[src/mem_pkg.sv]
package mem_pkg;

  // Width of one data word on the bus and in the banks
  localparam int DATA_W = 32;

  // One strobe per byte lane
  localparam int STRB_W = DATA_W / 8;

  // Bus byte address width
  localparam int ADDR_W = 32;

  // Word address width inside one bank, 512 words
  localparam int BANK_AW = 9;

  // Byte-address bit that picks bank 0 or bank 1
  // Sits just above the word index and the two byte-offset bits
  localparam int BANK_SEL_BIT = BANK_AW + 2;

  // Depth of one bank
  localparam int BANK_WORDS = 2 ** BANK_AW;

  // Data word
  typedef logic [DATA_W-1:0] data_t;

  // Byte strobes for a write
  typedef logic [STRB_W-1:0] strb_t;

  // Bus byte address
  typedef logic [ADDR_W-1:0] addr_t;

  // Word index inside a single bank
  typedef logic [BANK_AW-1:0] word_addr_t;

endpackage
[src/mem_port_router.sv]
`timescale 1ns/10ps

// Two-bank router
// Steers reads and writes by address bit BANK_SEL_BIT,
// merges the bank read responses back into one ordered stream
module mem_port_router (
  input  logic                clk,
  input  logic                rst_n,

  // Upstream read address channel
  input  mem_pkg::addr_t      araddr,
  input  logic                arvalid,
  output logic                arready,

  // Upstream read data channel
  output mem_pkg::data_t      rdata,
  output logic                rvalid,
  input  logic                rready,

  // Upstream write channels
  input  mem_pkg::addr_t      awaddr,
  input  logic                awvalid,
  output logic                awready,
  input  mem_pkg::data_t      wdata,
  input  mem_pkg::strb_t      wstrb,
  input  logic                wvalid,
  output logic                wready,

  // Bank 0
  output mem_pkg::word_addr_t b0_raddr,
  output logic                b0_arvalid,
  input  logic                b0_arready,
  input  mem_pkg::data_t      b0_rdata,
  input  logic                b0_rvalid,
  output logic                b0_rready,
  output logic                b0_we,
  output mem_pkg::word_addr_t b0_waddr,
  output mem_pkg::data_t      b0_wdata,
  output mem_pkg::strb_t      b0_wstrb,

  // Bank 1
  output mem_pkg::word_addr_t b1_raddr,
  output logic                b1_arvalid,
  input  logic                b1_arready,
  input  mem_pkg::data_t      b1_rdata,
  input  logic                b1_rvalid,
  output logic                b1_rready,
  output logic                b1_we,
  output mem_pkg::word_addr_t b1_waddr,
  output mem_pkg::data_t      b1_wdata,
  output mem_pkg::strb_t      b1_wstrb
);

  logic rd_sel;   // bank targeted by the current read request
  logic wr_sel;   // bank targeted by the current write
  logic wr_fire;  // write handshake completes this cycle
  logic rd_bank;  // bank that accepted the last read and owns the response

  assign rd_sel  = araddr[mem_pkg::BANK_SEL_BIT];
  assign wr_sel  = awaddr[mem_pkg::BANK_SEL_BIT];
  assign wr_fire = awvalid && wvalid;

  // Word index is byte-address bits 10:2 for both banks
  assign b0_raddr = araddr[mem_pkg::BANK_SEL_BIT-1:2];
  assign b1_raddr = araddr[mem_pkg::BANK_SEL_BIT-1:2];

  // Response ready only reaches the bank that owns the response
  assign b0_rready = rready && !rd_bank;
  assign b1_rready = rready && rd_bank;

  // A bank arready is high exactly when it holds no response or its
  // response leaves this cycle, so the other bank term doubles as
  // the no-pending-response check that keeps responses in order
  assign arready = b0_arready && b1_arready;

  // Request is only offered to a bank once the upstream side may fire
  assign b0_arvalid = arvalid && arready && !rd_sel;
  assign b1_arvalid = arvalid && arready && rd_sel;

  // Remember which bank will produce the next response
  always_ff @(posedge clk) begin
    if (!rst_n) begin
      rd_bank <= 1'b0;
    end else if (arvalid && arready) begin
      rd_bank <= rd_sel;
    end
  end

  // Response mux follows the owning bank
  assign rdata  = rd_bank ? b1_rdata  : b0_rdata;
  assign rvalid = rd_bank ? b1_rvalid : b0_rvalid;

  // Writes never stall
  assign awready = 1'b1;
  assign wready  = 1'b1;

  // Write enable goes to one bank, data and strobes fan out to both
  assign b0_we    = wr_fire && !wr_sel;
  assign b1_we    = wr_fire && wr_sel;
  assign b0_waddr = awaddr[mem_pkg::BANK_SEL_BIT-1:2];
  assign b1_waddr = awaddr[mem_pkg::BANK_SEL_BIT-1:2];
  assign b0_wdata = wdata;
  assign b1_wdata = wdata;
  assign b0_wstrb = wstrb;
  assign b1_wstrb = wstrb;

  // At most one response outstanding across both banks
  a_one_rvalid : assert property (
    @(posedge clk) disable iff (!rst_n) !(b0_rvalid && b1_rvalid)
  ) else $error("mem_port_router: both banks hold a response");

  // Bank write enables are exclusive
  a_one_we : assert property (
    @(posedge clk) disable iff (!rst_n) !(b0_we && b1_we)
  ) else $error("mem_port_router: write sent to both banks");

endmodule

[config.mk]
export PLATFORM = sky130hd
export DESIGN_NAME = mem_port_router
export DESIGN_NICKNAME = d
export VERILOG_FILES = /design/src/mem_pkg.sv /design/src/mem_port_router.sv
export SDC_FILE = /design/constraint.sdc
export NUM_CORES = 1
export LEC_CHECK = 0
export BUFFER_PORTS_ARGS = -buffer_cell sky130_fd_sc_hd__buf_4
export CORE_AREA = 3 3 126 128
export CTS_CLUSTER_DIAMETER = 80
export DETAILED_ROUTE_END_ITERATION = 10
export DIE_AREA = 0 0 129 131
export GPL_TIMING_DRIVEN = 0
export PLACE_DENSITY = 0.45
export SLEW_MARGIN = 20
export SYNTH_ARGS = -nofsm -noshare
export SYNTH_HDL_FRONTEND = slang
export SYNTH_SLANG_ARGS = --single-unit
export TNS_END_PERCENT = 50
[constraint.sdc]
create_clock -name clk -period 1.4 [get_ports clk]
set_clock_uncertainty 0.1 [all_clocks]
set_input_delay 0.28 -clock clk [delete_from_list [all_inputs] [get_ports clk]]
set_output_delay 0.28 -clock clk [all_outputs]
set_load 0.05 [all_outputs]
# --- After elaboration in Yosys (flattened, before gate mapping) ---
# Cells that the tools add are included.
# Widths: inputs -> output; s select.
totals:
  ff_bits: 1
  latch_bits: 0
  mem_bits_rw: 0
  romBits: 0
  in_bits: 174
  mem_count: 0
op_classes:
  n_addsub: 0
  n_mul: 0
  n_div: 0
  order_cmp: 0
  eq_ne: 0
  n_shift: 0
  n_mux: 2
  n_bitwise: 0
  reduce_logical: 12
op_table:
  columns: ["cell", "n"]
  rows:
  - ["$mux 32", 1]
  - ["$logic_and 1x1->1", 9]
  - ["$logic_not 1->1", 3]
  - ["$mux 1", 1]

# --- Longest topological paths before layout ---
# Gate-level depths: netlist of run 1.
logic_depth:
  word_depth: 3
  depth_mapped: 4

# --- Worst setup path before layout of run 1 ---
# Ideal clock, no wire load.
synth_path:
  kind: "reg2out"
  startpoint: "reg rd_bank"
  endpoint: "out b0_rready"
  arrival_time_ps: 1272
  required_ps: 1020
  slack_ps: -252
  stages_incl_launch_ff: 4
  path_buffers: 2
  path_cell_list: "dfxtp_1 > buf_6 > buf_6 > nor2b_1"
synth_via:
  elab_chain_cells: 2
synth_rtl:
  columns: ["item", "line", "text"]
  rows:
  - ["start: declaration", "mem_port_router.sv:57", "logic rd_bank;"]
  - ["start signal: assignment", "mem_port_router.sv:85", "rd_bank <= rd_sel;"]
  - ["$logic_not 1->1", "mem_port_router.sv:68", "assign b0_rready = rready && !rd_bank;"]
  - ["$logic_and 1x1->1", "mem_port_router.sv:68", null]
  - ["end: declaration", "mem_port_router.sv:35", "output logic b0_rready,"]
# No other way between the ends.

# --- Worst setup path in the final report of run 1 ---
layout_path:
  startpoint: "reg rd_bank"
  endpoint: "out rdata[11]"
layout_via:
  elab_chain_cells: 1
layout_rtl:
  columns: ["item", "line", "text"]
  rows:
  - ["$mux 32", "mem_port_router.sv:90", "assign rdata = rd_bank ? b1_rdata : b0_rdata;"]
  - ["end: declaration", "mem_port_router.sv:16", "output mem_pkg::data_t rdata,"]
# No other way between the ends.

==> results.ini, run 1 <==
[final_layout]
largest_reg_flops=1
antenna_cells=0
final_nets=566
final_util_pct=24.2
fill_cells=1614
top_regs=rd_bank (1)
final_cell_mix=buf_4 (301), buf_6 (30), mux2_4 (27)
area_growth_pct=150
top_register=rd_bank
final_common_cell=buf_4
layout-drive-gt1-share_pct=97.2

[global_route]
grt_max_degree=11
grt_overflow=0
grt_pass1_vias=1581
grtUsageTotal_pct=5.46
grt_pass1_wl_um=7510
antenna_found_initial=0

[setup_path]
path_max_fanout=7
worstSetupEndpointType=primary output
crit_family=buffers and inverters
slowest_delay_ns=0.35
critPathKind=flip-flop to primary output
path_buf_inv=3
cp-start-kind=flip-flop
cpMaxStageDelayCell=dfxtp_4
cp_cell_sequence=buf_12, clkbuf_16, mux2_4, buf_6
cp.arrival_ns=1.12
worst-r2r-setup-slack_ns=0.29
worstPathRequired_ns=1.02

[clock_tree]
clock_latency_ns=0
clk_pin_slew_ns=0
cts_hold_buffers=0

[place]
dp_worst_setup_slack_ns=-0.176
portBuffers=223
routabilityCongestion=0.626
dp_hpwl_um=5800

[timing]
fin_crit_ns=1.50
setup_tns_ns=-2.55
slew_viol_final=0
layout_setup_ws_ns=-0.0996
max_freq_ghz=0.667
period_share_pct=107
hold_viol=0
whs_ns=0.456
rsz0062_at_grt=true
finalSetupViolCount=33

[yosys]
ys_ff_latch=1
syn_inst=161
syn_area_um2=1450
seq_area_frac_synth_pct=1.38
yosysWarnings=0
yosysUniqueCellTypes=14
avgSynthCellArea_um2=9.01

[routing]
vias=1773
ant_nets=0
drtIter0Drc=6
route.detailed.drc=0
wl_per_cell_um=11.3
routed_wl_um=6540
viasPerCell=3.07
first_pass_iters=2

[pwr]
total_power_mw=1.90
ir_drop_mv=0.180
p_per_area_nw_per_um2=525
power_leakage_nw=1.99

[run]
cap_viol_max_count=0

[floorplan]
core_um2=15000
start_util_pct=9.68
die_area_um2=16900
std_cell_rows=45
die_w_um=129
io_pins=324
die_h_um=131

[run_status]
failed_checks=setup timing
status=finished with violations

[min_path]
hold_class=input pin to flip-flop

stage by stage:
step,instance area (um^2),std cells
floorplan,1460,162
global placement,3370,573
detailed placement,3370,573
CTS,3500,573
global route,3630,578
finish,3630,578
where the power goes:
part           internal (mW)  switching, mW
Clock                      0              0
Sequential            0.0289        0.00149
Combinational          0.786           1.09
repair_timing:
item / CTS / global route
cloned: 0 / 3
gates resized for setup: 36 / 6
setup buffers: 0 / 2
pin swaps: 0 / 0
setup endpoints to repair: 34 / 33
logic make-up (layout without fill, tap and decap cells):
family / count (synthesis) / after routing / synth area share (%)
other cells: 1 / 2 / 0.259
mux: 34 / 34 / 33.3
simple gates: 11 / 11 / 3.80
buf+inv: 114 / 342 / 61.3
flops: 1 / 1 / 1.38
worst reg2reg max path, stage by stage, from the launching register on:
cell,delay (ns)
dfxtp_4,0.35
buf_12,0.15
buf_12,0.15
buf_4,0.11
nand2_1,0.04
mux2i_1,0.13
metal layers:
| metal | vias to the layer above | GRT usage [%] | share of wire [%] |
|---|---|---|---|
| met5 | - | 0 | 0 |
| met4 | 0 | 0.679 | 1.1 |
| met3 | 6 | 0.894 | 11 |
| met2 | 140 | 12.3 | 59 |
| met1 | 765 | 5.08 | 29 |
| li1 | 862 | - | - |
cell type report:
class / count / area [um^2] / area share, %
plain buffers: 114 / 906 / 25.0
multi-input cells: 47 / 551 / 15.2
flip-flops and latches: 1 / 23.8 / 0.655
well taps: 188 / 235 / 6.49
repair buffers: 228 / 1910 / 52.7
cells in the mapped netlist:
cell type	count	area share [%]
and3_1	2	0.86
mux2_4	27	28
conb_1	1	0.26
and2_1	2	0.86
buf_4	110	57
buf_6	2	1.6
nand3_1	1	0.34
dfxtp_1	1	1.4
nor2b_1	1	0.43
buf_12	2	2.8
nand2_1	3	0.78
mux2_2	6	4.7
nor2_1	2	0.52
mux2i_1	1	0.69
final timing paths:
kind	start	end	cells past startpoint
worst min register to register	rd_bank	rd_bank	5
worst max register to register	rd_bank	rd_bank	5
worst min-delay path	araddr[11]	rd_bank	3
worst max-delay path	rd_bank	rdata[11]	4
Note: power is estimated with default switching activity, not from simulation.
==> inputs of run 2 (changes only) <==
--- a/config.mk
+++ b/config.mk
@@ -12,6 +12,7 @@
 export DIE_AREA = 0 0 129 131
 export GPL_TIMING_DRIVEN = 0
 export PLACE_DENSITY = 0.45
+export SKIP_LAST_GASP = 1
 export SLEW_MARGIN = 20
 export SYNTH_ARGS = -nofsm -noshare
 export SYNTH_HDL_FRONTEND = slang
==> run 2 against run 1 <==
The run still ends with setup timing left. Routed wire length is 2.9% lower. Sequential power is 2% higher. Combinational power hardly changed. Sequential share of layout area hardly changed. Die area stayed put. Via count is 0.68% lower. Cell count is 0.52% lower. Global-route usage is 0.20 points lower. Cell area is 2.9% lower. Worst setup slack better by 0.0035 ns. Flip-flop and latch count stayed put. Highest routed layer unchanged.
==> results.ini, run 2 (synthesized netlist as in run 1, its figures left out) <==
[run_status]
status=finished with violations
failed_checks=setup timing

[place]
dp_hpwl_um=5800
portBuffers=223
routabilityCongestion=0.626
dp_worst_setup_slack_ns=-0.176
place_area_um2=3370

[timing]
fin_crit_ns=1.50
finalSetupViolCount=33
hold_viol=0
setup_tns_ns=-2.49
layout_setup_ws_ns=-0.0961
slew_viol_final=0
rsz0062_at_grt=true
max_freq_ghz=0.668
period_share_pct=107

[setup_path]
path_max_fanout=10
worstPathRequired_ns=1.02
worstSetupEndpointType=primary output
critPathKind=flip-flop to primary output
cp.arrival_ns=1.12
cp-start-kind=flip-flop

[routing]
drtIter0Drc=4
routed_wl_um=6350
route.detailed.drc=0
vias=1761
ant_nets=0
viasPerCell=3.06
wl_per_cell_um=11.0
first_pass_iters=2

[floorplan]
core_um2=15000
die_h_um=131
die_area_um2=16900
start_util_pct=9.68
io_pins=324
std_cell_rows=45
die_w_um=129

[pwr]
ir_drop_mv=0.179
p_seq_share_pct=1.6
p_per_area_nw_per_um2=532
total_power_mw=1.87
swShare_pct=57.7
power.switching_mw=1.08
p_int_mw=0.792
power_frac_comb_pct=98.4
power_leakage_nw=1.95
pwr-share-clk_pct=0

[global_route]
grtUsageMet2_pct=11.7
grt_max_degree=11
grt_pass1_wl_um=7250
grt.busiest_layer=met2
gr-usage-met3_pct=0.935
grtUsageTotal_pct=5.26
grt_util_met1_pct=4.91
antenna_found_initial=0
grt_overflow=0
grt_pass1_vias=1537

[run]
cap_viol_max_count=0

[final_layout]
final_common_cell=buf_4
final_util_pct=23.5
top_register=rd_bank
antenna_cells=0
layout-drive-gt1-share_pct=97.2
largest_reg_flops=1
final_cell_mix=buf_4 (307), mux2_4 (27), buf_6 (27)
area_growth_pct=143
top_regs=rd_bank (1)
final_nets=563
final_area_um2=3520

[clock_tree]
cts_hold_buffers=0
clock_latency_ns=0
clk_pin_slew_ns=0

[min_path]
hold_class=input pin to flip-flop

[run 2: cell count changes in the layout (fill, tap and decap cells not counted), sizes merged]
cell    before  now
clkbuf       3    1
buf        339  338
[run 2: power by group through the flow]
stage | sequential (mW) | clock, mW | combinational (mW)
2_1_floorplan | 0.0305 | 0 | 1.26
3_3_place_gp | 0.0305 | 0 | 1.80
3_5_place_dp | 0.0305 | 0 | 1.80
4_1_cts | 0.0307 | 0 | 1.81
5_1_grt | 0.0314 | 0 | 1.91
6_report | 0.0309 | 0 | 1.84
[run 2: final cells by class]
class | instances | area, um^2
fillers | 1624 | 11500
repair buffers | 225 | 1810
plain buffers | 114 | 906
multi-input cells | 47 | 551
well taps | 188 | 235
flip-flops and latches | 1 | 23.8
[run 2: metal layers]
layer	part of all wire [%]	up-vias	wire length, um
met5	0	-	0
met4	1.2	0	74
met3	12	6	740
met2	58	140	3700
met1	29	759	1840
li1	-	856	-
[run 2: final timing paths]
path / startpoint / to / slack, ns / depth (start not counted)
max: rd_bank / rdata[5] / -0.1 / 4
min: araddr[11] / rd_bank / 0.46 / 3
max reg2reg: rd_bank / rd_bank / 0.30 / 5
min reg2reg: rd_bank / rd_bank / 0.82 / 5
[run 2: critical path, cell delays in order, from the launching register on]
cell and delay (ns):
dfxtp_4 0.36, buf_12 0.14, buf_12 0.14, mux2_4 0.31, buf_6 0.15
[run 2: through the flow]
step                hold slack [ns]  std cells
finish                        0.456        575
floorplan                     0.319        162
CTS                           0.481        573
detailed placement            0.482        573
global placement              0.471        573
global route                  0.496        575
[run 2: what timing repair did]
item	4_1_cts	5_1_grt
gates cloned	0	1
gates resized for setup	3	30
hold endpoints to repair	0	0
setup endpoints to repair	34	33
setup buffers	0	1
==> inputs of run 3 (changes only) <==
--- a/config.mk
+++ b/config.mk
@@ -11,7 +11,7 @@
 export DETAILED_ROUTE_END_ITERATION = 10
 export DIE_AREA = 0 0 129 131
 export GPL_TIMING_DRIVEN = 0
-export PLACE_DENSITY = 0.45
+export PLACE_DENSITY = 0.4
 export SKIP_LAST_GASP = 1
 export SLEW_MARGIN = 20
 export SYNTH_ARGS = -nofsm -noshare
==> run 3 against run 2 <==
Combinational power barely moved. Worst setup slack improved by 0.013 ns. Highest routed layer is now met3. The flow still finishes with violations (setup timing). Die area unchanged.
==> results.ini, run 3 (synthesized netlist as in run 1, its figures left out) <==
[place]
dp_worst_setup_slack_ns=-0.177
routabilityCongestion=0.632
dp_cells=573
place_area_um2=3370
dp_hpwl_um=5240
portBuffers=223

[pwr]
ir_drop_mv=0.170
p_per_area_nw_per_um2=520
power_leakage_nw=2.01

[timing]
setup_tns_ns=-1.98
fin_crit_ns=1.48
slew_viol_final=0
max_freq_ghz=0.674
finalSetupViolCount=34
hold_viol=0
period_share_pct=106
layout_setup_ws_ns=-0.0833
rsz0062_at_grt=true
whs_ns=0.445

[final_layout]
fill_cells=1638
final_nets=568
final_cell_mix=buf_4 (305), mux2_4 (29), buf_6 (28)
final_cells=580
multi_input_area_um2=558
top_register=rd_bank
layout-drive-gt1-share_pct=97.2
antenna_cells=0
largest_reg_flops=1
final_area_um2=3640
final_common_cell=buf_4
top_regs=rd_bank (1)
area_growth_pct=151
ff_latch_area_um2=21.3

[global_route]
grtUsageTotal_pct=4.77
grt_pass1_vias=1587
antenna_found_initial=0
grt_max_degree=11
grt_overflow=0
grt_pass1_wl_um=6810

[setup_path]
cp.arrival_ns=1.10
cp-start-kind=flip-flop
worstPathRequired_ns=1.02
critPathKind=flip-flop to primary output
worstSetupEndpointType=primary output
startpoint=rd_bank
r2r-start=rd_bank
path_max_fanout=7

[run]
cap_viol_max_count=0

[routing]
drtIter0Drc=8
ant_nets=0
route.detailed.drc=0
first_pass_iters=4
routed_wl_um=5840
wl_per_cell_um=10.1
viasPerCell=3.06
vias=1776

[floorplan]
core_um2=15000
start_util_pct=9.68
die_area_um2=16900
die_w_um=129
std_cell_rows=45
io_pins=324
die_h_um=131

[clock_tree]
cts_hold_buffers=0
clock_latency_ns=0
clk_pin_slew_ns=0

[run_status]
failed_checks=setup timing
status=finished with violations

[min_path]
holdCritStartpoint=araddr[11]
hold_class=input pin to flip-flop

-- run 3: cell count changes in the layout (fill, tap and decap cells not counted), sizes merged --
cell and change:
buf +4, clkbuf +1
-- run 3: timing repair --
item	4_1_cts	5_1_grt
endpoints found under the setup margin	33	35
cloned	1	2
setup buffers	4	0
resized for setup	14	28
-- run 3: final cells by class --
class                      instances  area share, %
timing repair buffer             230           52.8
buffer                           114           24.9
multi-input combinational         47           15.3
tap                              188           6.46
sequential                         1          0.584
-- run 3: path summary, 6_finish.rpt --
check | endpoint | slack, ns | cells past startpoint
max reg2reg | rd_bank | 0.23 | 6
max | rdata[22] | -0.08 | 4
min reg2reg | rd_bank | 0.89 | 6
min | rd_bank | 0.44 | 3
-- run 3: per-layer routing --
metal / GRT usage, % / share of wire [%]
met3: 1.38 / 14
met5: 0 / 0
met2: 10.8 / 60
met1: 4.23 / 26
met4: 0.124 / 0
-- run 3: report_power, final --
| part | switching, mW | internal, mW |
|---|---|---|
| Combinational | 1.08 | 0.789 |
| Sequential | 0.000781 | 0.0303 |
| Clock | 0 | 0 |
-- run 3: worst max-delay path, stage by stage, from the launching register on --
cell	delay [ns]
dfxtp_2	0.32
buf_12	0.16
clkbuf_16	0.16
mux2_4	0.30
buf_6	0.15
-- run 3: through the flow --
stage	util (%)	power, mW
after CTS	23.3	1.85
after floorplan	-	1.29
after detailed placement	22.5	1.82
after global placement	22.5	1.82
final	24.3	1.90
after global routing	24.3	1.97
